File: src/rtl/mips_exec_pkg.sv
`default_nettype none

// datapath widths and sequencing states of the executer
package mips_exec_pkg;

	typedef logic [31:0] word_t;
	typedef logic [4:0]  reg_idx_t;

	localparam reg_idx_t REG_ZERO = 5'd0; // hardwired zero
	localparam int       NUM_REGS = 32;

	// one instruction in flight, fixed three steps
	typedef enum logic [1:0] {
		EX_IDLE,
		EX_FETCH, // read S and T
		EX_EXEC,  // compute D
		EX_WRITE  // write back, hand result on
	} exec_state_t;

endpackage

`default_nettype wire

File: src/rtl/mips_isa_pkg.sv
`default_nettype none

// MIPS32 instruction word layout and the subset of codes handled here
package mips_isa_pkg;

	typedef logic [31:0] instr_t;
	typedef logic [5:0]  opcode_t;
	typedef logic [5:0]  funct_t;
	typedef logic [4:0]  shamt_t;
	typedef logic [15:0] imm_t;

	// lsb of each field in the instruction word
	localparam int OPC_LSB   = 26;
	localparam int RS_LSB    = 21;
	localparam int RT_LSB    = 16;
	localparam int RD_LSB    = 11;
	localparam int SHAMT_LSB = 6;
	localparam int FUNCT_LSB = 0;
	localparam int IMM_LSB   = 0;

	// major opcodes
	localparam opcode_t OPC_SPECIAL = 6'h00; // all R-type
	localparam opcode_t OPC_ADDI    = 6'h08;

	// R-type function codes
	localparam funct_t FN_SLL  = 6'h00;
	localparam funct_t FN_SRL  = 6'h02;
	localparam funct_t FN_SRA  = 6'h03;
	localparam funct_t FN_ADD  = 6'h20;
	localparam funct_t FN_ADDU = 6'h21;
	localparam funct_t FN_SUB  = 6'h22;
	localparam funct_t FN_SUBU = 6'h23;
	localparam funct_t FN_AND  = 6'h24;
	localparam funct_t FN_OR   = 6'h25;
	localparam funct_t FN_XOR  = 6'h26;
	localparam funct_t FN_NOR  = 6'h27;
	localparam funct_t FN_SLT  = 6'h2A;

	// add/addu and sub/subu share one operation, no overflow trap
	typedef enum logic [3:0] {
		OP_SLL,
		OP_SRL,
		OP_SRA,
		OP_ADD,
		OP_SUB,
		OP_AND,
		OP_OR,
		OP_XOR,
		OP_NOR,
		OP_SLT,
		OP_NONE
	} alu_op_t;

endpackage

`default_nettype wire

File: src/rtl/exec_core.sv
`timescale 1ns/1ns
`default_nettype none

module exec_core import mips_isa_pkg::*, mips_exec_pkg::*;
(
	input  wire      clk,
	input  wire      reset,
	input  wire      instr_valid,
	input  alu_op_t  op,
	input  reg_idx_t rs,
	input  reg_idx_t rt,
	input  reg_idx_t rd_sel,
	input  imm_t     imm,
	input  shamt_t   shamt,
	input  wire      use_imm,
	input  wire      write_en,
	output logic     result_valid,
	output word_t    result
);

	exec_state_t state;
	word_t       s;
	word_t       t;
	word_t       d;
	word_t       rd_data_a;
	word_t       rd_data_b;
	word_t       imm_ext;
	word_t       alu_y;

	// addi immediate is sign extended
	assign imm_ext = {{($bits(word_t)-$bits(imm_t)){imm[$bits(imm_t)-1]}}, imm};

	mips_regfile u_regfile (
		.clk       (clk),
		.reset     (reset),
		.rd_addr_a (rs),
		.rd_addr_b (rt),
		.rd_data_a (rd_data_a),
		.rd_data_b (rd_data_b),
		.wr_en     (state == EX_WRITE && write_en),
		.wr_addr   (rd_sel),
		.wr_data   (d)
	);

	mips_alu u_alu (
		.op    (op),
		.a     (s),
		.b     (t),
		.shamt (shamt),
		.y     (alu_y)
	);

	always_ff @(posedge clk)
	begin
		if (reset)
			state <= EX_IDLE;
		else
		begin
			case (state)
				EX_IDLE:  if (instr_valid) state <= EX_FETCH;
				EX_FETCH: state <= EX_EXEC;
				EX_EXEC:  state <= EX_WRITE;
				EX_WRITE: state <= EX_IDLE;
				default:  state <= EX_IDLE;
			endcase
		end
	end

	// operand and result registers
	always_ff @(posedge clk)
	begin
		if (state == EX_FETCH)
		begin
			s <= rd_data_a;
			t <= use_imm ? imm_ext : rd_data_b;
		end
		if (state == EX_EXEC)
			d <= alu_y;
	end

	// register write and hand-off share the edge that ends EX_WRITE
	assign result_valid = (state == EX_WRITE);
	assign result       = d;

	a_fixed_latency: assert property (@(posedge clk) disable iff (reset)
		instr_valid |-> ##3 result_valid);

endmodule

`default_nettype wire

File: src/rtl/instr_accept.sv
`timescale 1ns/1ns
`default_nettype none

module instr_accept import mips_isa_pkg::*, mips_exec_pkg::*;
(
	input  wire     clk,
	input  wire     reset,
	input  wire     dir,
	input  instr_t  data_in,
	input  wire     result_taken,
	output logic    ack_prev,
	output logic    instr_valid,
	output alu_op_t op,
	output reg_idx_t rs,
	output reg_idx_t rt,
	output reg_idx_t rd_sel,
	output imm_t    imm,
	output shamt_t  shamt,
	output logic    use_imm,
	output logic    write_en
);

	logic     busy;
	opcode_t  opcode;
	funct_t   funct;
	alu_op_t  dec_op;
	logic     dec_use_imm;
	logic     dec_write_en;

	assign opcode = data_in[OPC_LSB +: $bits(opcode_t)];
	assign funct  = data_in[FUNCT_LSB +: $bits(funct_t)];

	// accept strobe while idle
	assign instr_valid = dir && !busy;

	always_comb
	begin
		dec_op       = OP_NONE;
		dec_use_imm  = 1'b0;
		dec_write_en = 1'b0;
		if (opcode == OPC_SPECIAL)
		begin
			dec_write_en = 1'b1;
			case (funct)
				FN_SLL:  dec_op = OP_SLL;
				FN_SRL:  dec_op = OP_SRL;
				FN_SRA:  dec_op = OP_SRA;
				FN_ADD, FN_ADDU: dec_op = OP_ADD;
				FN_SUB, FN_SUBU: dec_op = OP_SUB;
				FN_AND:  dec_op = OP_AND;
				FN_OR:   dec_op = OP_OR;
				FN_XOR:  dec_op = OP_XOR;
				FN_NOR:  dec_op = OP_NOR;
				FN_SLT:  dec_op = OP_SLT;
				default:
				begin
					dec_op       = OP_NONE;
					dec_write_en = 1'b0; // unknown funct writes nothing
				end
			endcase
		end
		else if (opcode == OPC_ADDI)
		begin
			dec_op       = OP_ADD;
			dec_use_imm  = 1'b1;
			dec_write_en = 1'b1;
		end
	end

	always_ff @(posedge clk)
	begin
		if (reset)
		begin
			busy     <= 1'b0;
			ack_prev <= 1'b0;
		end
		else
		begin
			ack_prev <= instr_valid; // single cycle after accept
			if (instr_valid)
				busy <= 1'b1;
			else if (result_taken)
				busy <= 1'b0;
		end
	end

	// decoded fields stay put until the next accept
	always_ff @(posedge clk)
	begin
		if (instr_valid)
		begin
			op       <= dec_op;
			rs       <= data_in[RS_LSB +: $bits(reg_idx_t)];
			rt       <= data_in[RT_LSB +: $bits(reg_idx_t)];
			// addi writes its rt field
			rd_sel   <= dec_use_imm ? data_in[RT_LSB +: $bits(reg_idx_t)]
			                        : data_in[RD_LSB +: $bits(reg_idx_t)];
			imm      <= data_in[IMM_LSB +: $bits(imm_t)];
			shamt    <= data_in[SHAMT_LSB +: $bits(shamt_t)];
			use_imm  <= dec_use_imm;
			write_en <= dec_write_en;
		end
	end

	// output side only hands back the instruction in flight
	a_taken_while_busy: assert property (@(posedge clk) disable iff (reset)
		result_taken |-> busy);

endmodule

`default_nettype wire

File: src/rtl/mips_alu.sv
`timescale 1ns/1ns
`default_nettype none

module mips_alu import mips_isa_pkg::*, mips_exec_pkg::*;
(
	input  alu_op_t op,
	input  word_t   a,
	input  word_t   b,
	input  shamt_t  shamt,
	output word_t   y
);

	logic signed [$bits(word_t)-1:0] a_s;
	logic signed [$bits(word_t)-1:0] b_s;

	assign a_s = a;
	assign b_s = b;

	always_comb
	begin
		case (op)
			// shifts operate on the T operand
			OP_SLL: y = b << shamt;
			OP_SRL: y = b >> shamt;
			OP_SRA: y = word_t'(b_s >>> shamt); // sign fill
			// both wrap around, no trap
			OP_ADD: y = a + b;
			OP_SUB: y = a - b;
			OP_AND: y = a & b;
			OP_OR:  y = a | b;
			OP_XOR: y = a ^ b;
			OP_NOR: y = ~(a | b);
			OP_SLT:
			begin
				// signed compare
				if (a_s < b_s)
					y = word_t'(1);
				else
					y = '0;
			end
			default: y = '0; // OP_NONE
		endcase
	end

endmodule

`default_nettype wire

File: src/rtl/mips_decoder_top.sv
`timescale 1ns/1ns
`default_nettype none

module mips_decoder_top import mips_isa_pkg::*, mips_exec_pkg::*;
(
	input  wire    clk,
	input  wire    reset,
	input  wire    dir,
	input  instr_t data_in,
	input  wire    ack_from_next,
	output logic   ack_prev,
	output logic   dor,
	output word_t  data_out
);

	logic     instr_valid;
	alu_op_t  op;
	reg_idx_t rs;
	reg_idx_t rt;
	reg_idx_t rd_sel;
	imm_t     imm;
	shamt_t   shamt;
	logic     use_imm;
	logic     write_en;
	logic     result_valid;
	word_t    result;
	logic     result_taken;

	instr_accept u_accept (
		.clk          (clk),
		.reset        (reset),
		.dir          (dir),
		.data_in      (data_in),
		.result_taken (result_taken),
		.ack_prev     (ack_prev),
		.instr_valid  (instr_valid),
		.op           (op),
		.rs           (rs),
		.rt           (rt),
		.rd_sel       (rd_sel),
		.imm          (imm),
		.shamt        (shamt),
		.use_imm      (use_imm),
		.write_en     (write_en)
	);

	exec_core u_core (
		.clk          (clk),
		.reset        (reset),
		.instr_valid  (instr_valid),
		.op           (op),
		.rs           (rs),
		.rt           (rt),
		.rd_sel       (rd_sel),
		.imm          (imm),
		.shamt        (shamt),
		.use_imm      (use_imm),
		.write_en     (write_en),
		.result_valid (result_valid),
		.result       (result)
	);

	result_port u_result (
		.clk           (clk),
		.reset         (reset),
		.result_valid  (result_valid),
		.result        (result),
		.ack_from_next (ack_from_next),
		.dor           (dor),
		.data_out      (data_out),
		.result_taken  (result_taken)
	);

endmodule

`default_nettype wire

File: src/rtl/mips_regfile.sv
`timescale 1ns/1ns
`default_nettype none

module mips_regfile import mips_exec_pkg::*;
(
	input  wire      clk,
	input  wire      reset,
	input  reg_idx_t rd_addr_a,
	input  reg_idx_t rd_addr_b,
	output word_t    rd_data_a,
	output word_t    rd_data_b,
	input  wire      wr_en,
	input  reg_idx_t wr_addr,
	input  word_t    wr_data
);

	// $1..$31, $0 is not stored
	word_t regs [1:NUM_REGS-1];

	always_ff @(posedge clk)
	begin
		if (reset)
		begin
			for (int i = 1; i < NUM_REGS; i++)
				regs[i] <= '0;
		end
		else if (wr_en && wr_addr != REG_ZERO)
		begin
			regs[wr_addr] <= wr_data;
		end
	end

	// asynchronous reads
	always_comb
	begin
		if (rd_addr_a == REG_ZERO)
			rd_data_a = '0;
		else
			rd_data_a = regs[rd_addr_a];
	end

	always_comb
	begin
		if (rd_addr_b == REG_ZERO)
			rd_data_b = '0;
		else
			rd_data_b = regs[rd_addr_b];
	end

endmodule

`default_nettype wire

File: src/rtl/result_port.sv
`timescale 1ns/1ns
`default_nettype none

module result_port import mips_exec_pkg::*;
(
	input  wire   clk,
	input  wire   reset,
	input  wire   result_valid,
	input  word_t result,
	input  wire   ack_from_next,
	output logic  dor,
	output word_t data_out,
	output logic  result_taken
);

	// next stage took the word at this edge
	assign result_taken = dor && ack_from_next;

	always_ff @(posedge clk)
	begin
		if (reset)
		begin
			dor      <= 1'b0;
			data_out <= '0;
		end
		else if (result_valid)
		begin
			dor      <= 1'b1;
			data_out <= result;
		end
		else if (result_taken)
		begin
			dor <= 1'b0; // data_out keeps the last value
		end
	end

	// back-pressure holds the word and the level
	a_hold_under_stall: assert property (@(posedge clk) disable iff (reset)
		dor && !ack_from_next |=> dor && $stable(data_out));

endmodule

`default_nettype wire

File: config.mk
export PLATFORM = sky130hd
export DESIGN_NAME = mips_decoder_top
export DESIGN_NICKNAME = d
export VERILOG_FILES = /design/src/rtl/mips_exec_pkg.sv /design/src/rtl/mips_isa_pkg.sv /design/src/rtl/exec_core.sv /design/src/rtl/instr_accept.sv /design/src/rtl/mips_alu.sv /design/src/rtl/mips_decoder_top.sv /design/src/rtl/mips_regfile.sv /design/src/rtl/result_port.sv
export SDC_FILE = /design/constraint.sdc
export NUM_CORES = 2
export LEC_CHECK = 0
export BUFFER_PORTS_ARGS = -buffer_cell sky130_fd_sc_hd__buf_2
export CORE_MARGIN = 3
export CORE_UTILIZATION = 60
export CTS_BUF_LIST = sky130_fd_sc_hd__clkbuf_4
export CTS_CLUSTER_DIAMETER = 50
export CTS_CLUSTER_SIZE = 10
export DETAILED_ROUTE_END_ITERATION = 7
export PLACE_DENSITY = 0.76
export SLEW_MARGIN = 20
export SYNTH_ARGS = -nofsm -noshare
export SYNTH_HDL_FRONTEND = slang
export SYNTH_SLANG_ARGS = --single-unit
File: constraint.sdc
create_clock -name clk -period 6.45 [get_ports clk]
set_clock_uncertainty 0.1 [all_clocks]
set_input_delay 0.3225 -clock clk [delete_from_list [all_inputs] [get_ports clk]]
set_output_delay 0.3225 -clock clk [all_outputs]
set_load 0.02 [all_outputs]
==> impl_metrics.toml <==
[timing]
setup_viol = 0
fin_hold_ws_ns = 0.123
relSlewSlack = 0.259
hold_viol = 0
tightestPinTransition_ns = 1.08
rsz0062_at_grt = "no"
clock.fmax_mhz = 227
drv_slew = 0
min_period_ns = 4.40
post-route-period-util = 0.682
worst_slack_ns = 2.05
tns_ns = 0

[logic_synthesis]
synth_seq_area_share = 0.515
syn_area_per_cell_sq_um = 13.9
synth_cells = 4958
synth-async-reset-ratio = 0
synth_edf_count = 1157
ys.flop_type = "edfxtp_1"
synth-warning-count = 0
ys_types = 90
netlist_area_sq_mm = 0.0691
ys_ff_latch = 1199

[floorplan]
ioPinCount = 70
fp-row-count = 123
core-area_sq_mm = 0.113
die_area_sq_mm = 0.119
start_util = 0.610
die_w_microns = 345
die_h_microns = 345

[clocking]
root_buffer = "clkbuf_4"
clock_path_buffers = 3
clk_latency_ns = 1.25
cts_made_buffers = 152
cts_tree = "yes"
htree_levels = 4
cts_hold_buf = 67
cts_setup_buffers = 0
clkSinkCount = 1199
cts-resized-gates = 0
cts.clk_slew.worst_paths_ns = 0.10

[worst_setup_path]
cp.arrival_ns = 5.15
end_kind = "register"
critical_path_required_ns = 7.20
cp_max_fo = 35
start_kind = "register"
worstSetupPathType = "register to register"

[power_and_ir_drop]
combPwrFrac = 0.310
switchingPower_uw = 7550
power.internal_uw = 13000
clock_power_share = 0.217
ir_drop_mv = 0.239
switching_share = 0.367
power.leakage_uw = 0.0266
powerDensity_mw_per_mm2 = 280
seqPwrFrac = 0.473

[status]
outcome = "finished, final reports clean"

[routing]
ant_nets = 0
drc_errors = 0
vias_per_cell = 7.28
finalWirelength_microns = 239000
vias = 47587
dr.pass1.iters = 6
drtIter0Drc = 7831
post_drt_wl_per_cell_microns = 36.6

[cells_and_area]
fin_cells = 6534
nNetsFinal = 5084
layout-drive-gt1-share = 0.245
mostFrequentLayoutCells = "1157 x edfxtp_1, 1000 x and2_1, 669 x mux4_2"
final_common_cell = "edfxtp_1"
area_growth_pct = 6.56

[global_route]
track_usage = 0.399
antenna_found_initial = 22
grt_first_pass_wirelength_microns = 338000
grt_overflow = 0
grt_pass1_vias = 46247
grt_max_degree = 82

[placement]
gp_congestion = 1.06
portBuffers = 69
dp_slack_ns = 2.06
dp_hpwl_microns = 155000
place_inst = 6215

[job]
maxCapViolations = 0

[worst_hold_path]
min_path_type = "input pin to register"
-- per-layer routing --
layer | global-route usage | vias to the layer above | wire length [microns]
li1 | - | 18954 | -
met5 | 0 | - | 25
met3 | 0.137 | 701 | 36300
met4 | 0.183 | 6 | 13100
met1 | 0.537 | 23954 | 82800
met2 | 0.592 | 3972 | 107000
-- cells in the mapped netlist (all sizes together) (24+ instances only) --
library cell | count | area [sq um]
a211oi | 31 | 248
a21o | 24 | 180
a21oi | 140 | 701
a221oi | 26 | 234
and2 | 1002 | 6270
buf | 119 | 572
clkbuf | 357 | 1340
dfxtp | 42 | 841
edfxtp | 1157 | 34700
ha | 106 | 1330
inv | 110 | 413
mux2i | 158 | 1580
mux4 | 669 | 15100
nand2 | 177 | 664
nand3 | 28 | 140
nor2 | 262 | 983
nor3 | 38 | 195
o211ai | 32 | 240
o21ai | 153 | 766
or2 | 36 | 225
-- through the flow --
stage / power [uW] / util / area, sq um
2_1_floorplan: 13600 / - / 69300
3_3_place_gp: 15900 / 0.626 / 71000
3_5_place_dp: 16000 / 0.626 / 71000
4_1_cts: 20400 / 0.649 / 73600
5_1_grt: 21200 / 0.650 / 73700
6_report: 20600 / 0.650 / 73700
-- worst max-delay path, cell delays in order (launching register included) --
cell	delay, ns
dfxtp_1	0.44
ha_2	0.22
buf_4	0.59
nand4b_1	0.84
nor2_4	0.96
or2_2	0.85
-- sequential cells by signal, indices dropped and copies added, names as in the netlist, named ones only --
register / flops
u_core.state: 2
u_accept.ack_prev: 1
u_core.t: 32
u_core.s: 32
u_accept.busy: 1
u_result.dor: 1
u_accept.use_imm: 1
u_core.u_regfile.regs: 1024
u_result.data_out: 32
u_accept.shamt: 4
u_core.result: 32
u_accept.imm: 12
u_accept.rd_sel: 5
u_accept.op: 4
u_accept.write_en: 1
u_accept.rs: 5
u_accept.rt: 5
-- final cells by class --
cell class,count,area [sq um]
multi-input cells,3201,31600
inverters,113,424
fillers,8135,39700
clock inverters,47,467
clock buffers,190,1430
well taps,1500,1880
flip-flops and latches,1199,35600
repair buffers,273,2220
diodes,11,27.5
-- power by group through the flow --
stage | combinational, uW | clock, uW | sequential, uW
floorplan | 4050 | 0 | 9580
finish | 6380 | 4480 | 9740
CTS | 6120 | 4500 | 9740
detailed placement | 6070 | 0 | 9910
global placement | 6060 | 0 | 9890
global route | 6660 | 4780 | 9770
-- kinds of logic after synthesis --
family | count (synthesis) | share of synthesized area
simple gates | 1622 | 0.131
flops | 1199 | 0.515
mux | 844 | 0.244
compound gates | 590 | 0.0565
buf+inv | 589 | 0.0338
fa+ha+maj | 108 | 0.0198
xor+xnor | 5 | 0.000633
other cells | 1 | 0.0000542
-- final timing paths --
path	cells past startpoint	slack (ns)	from	to
max	5	2.05	u_core.state[0]	u_core.u_regfile.regs[8][22]
min	4	0.12	dir	u_accept.ack_prev
max reg2reg	5	2.05	u_core.state[0]	u_core.u_regfile.regs[8][22]
min reg2reg	2	0.38	u_accept.rt[2]	register
Power figures use the tool's default switching activity.
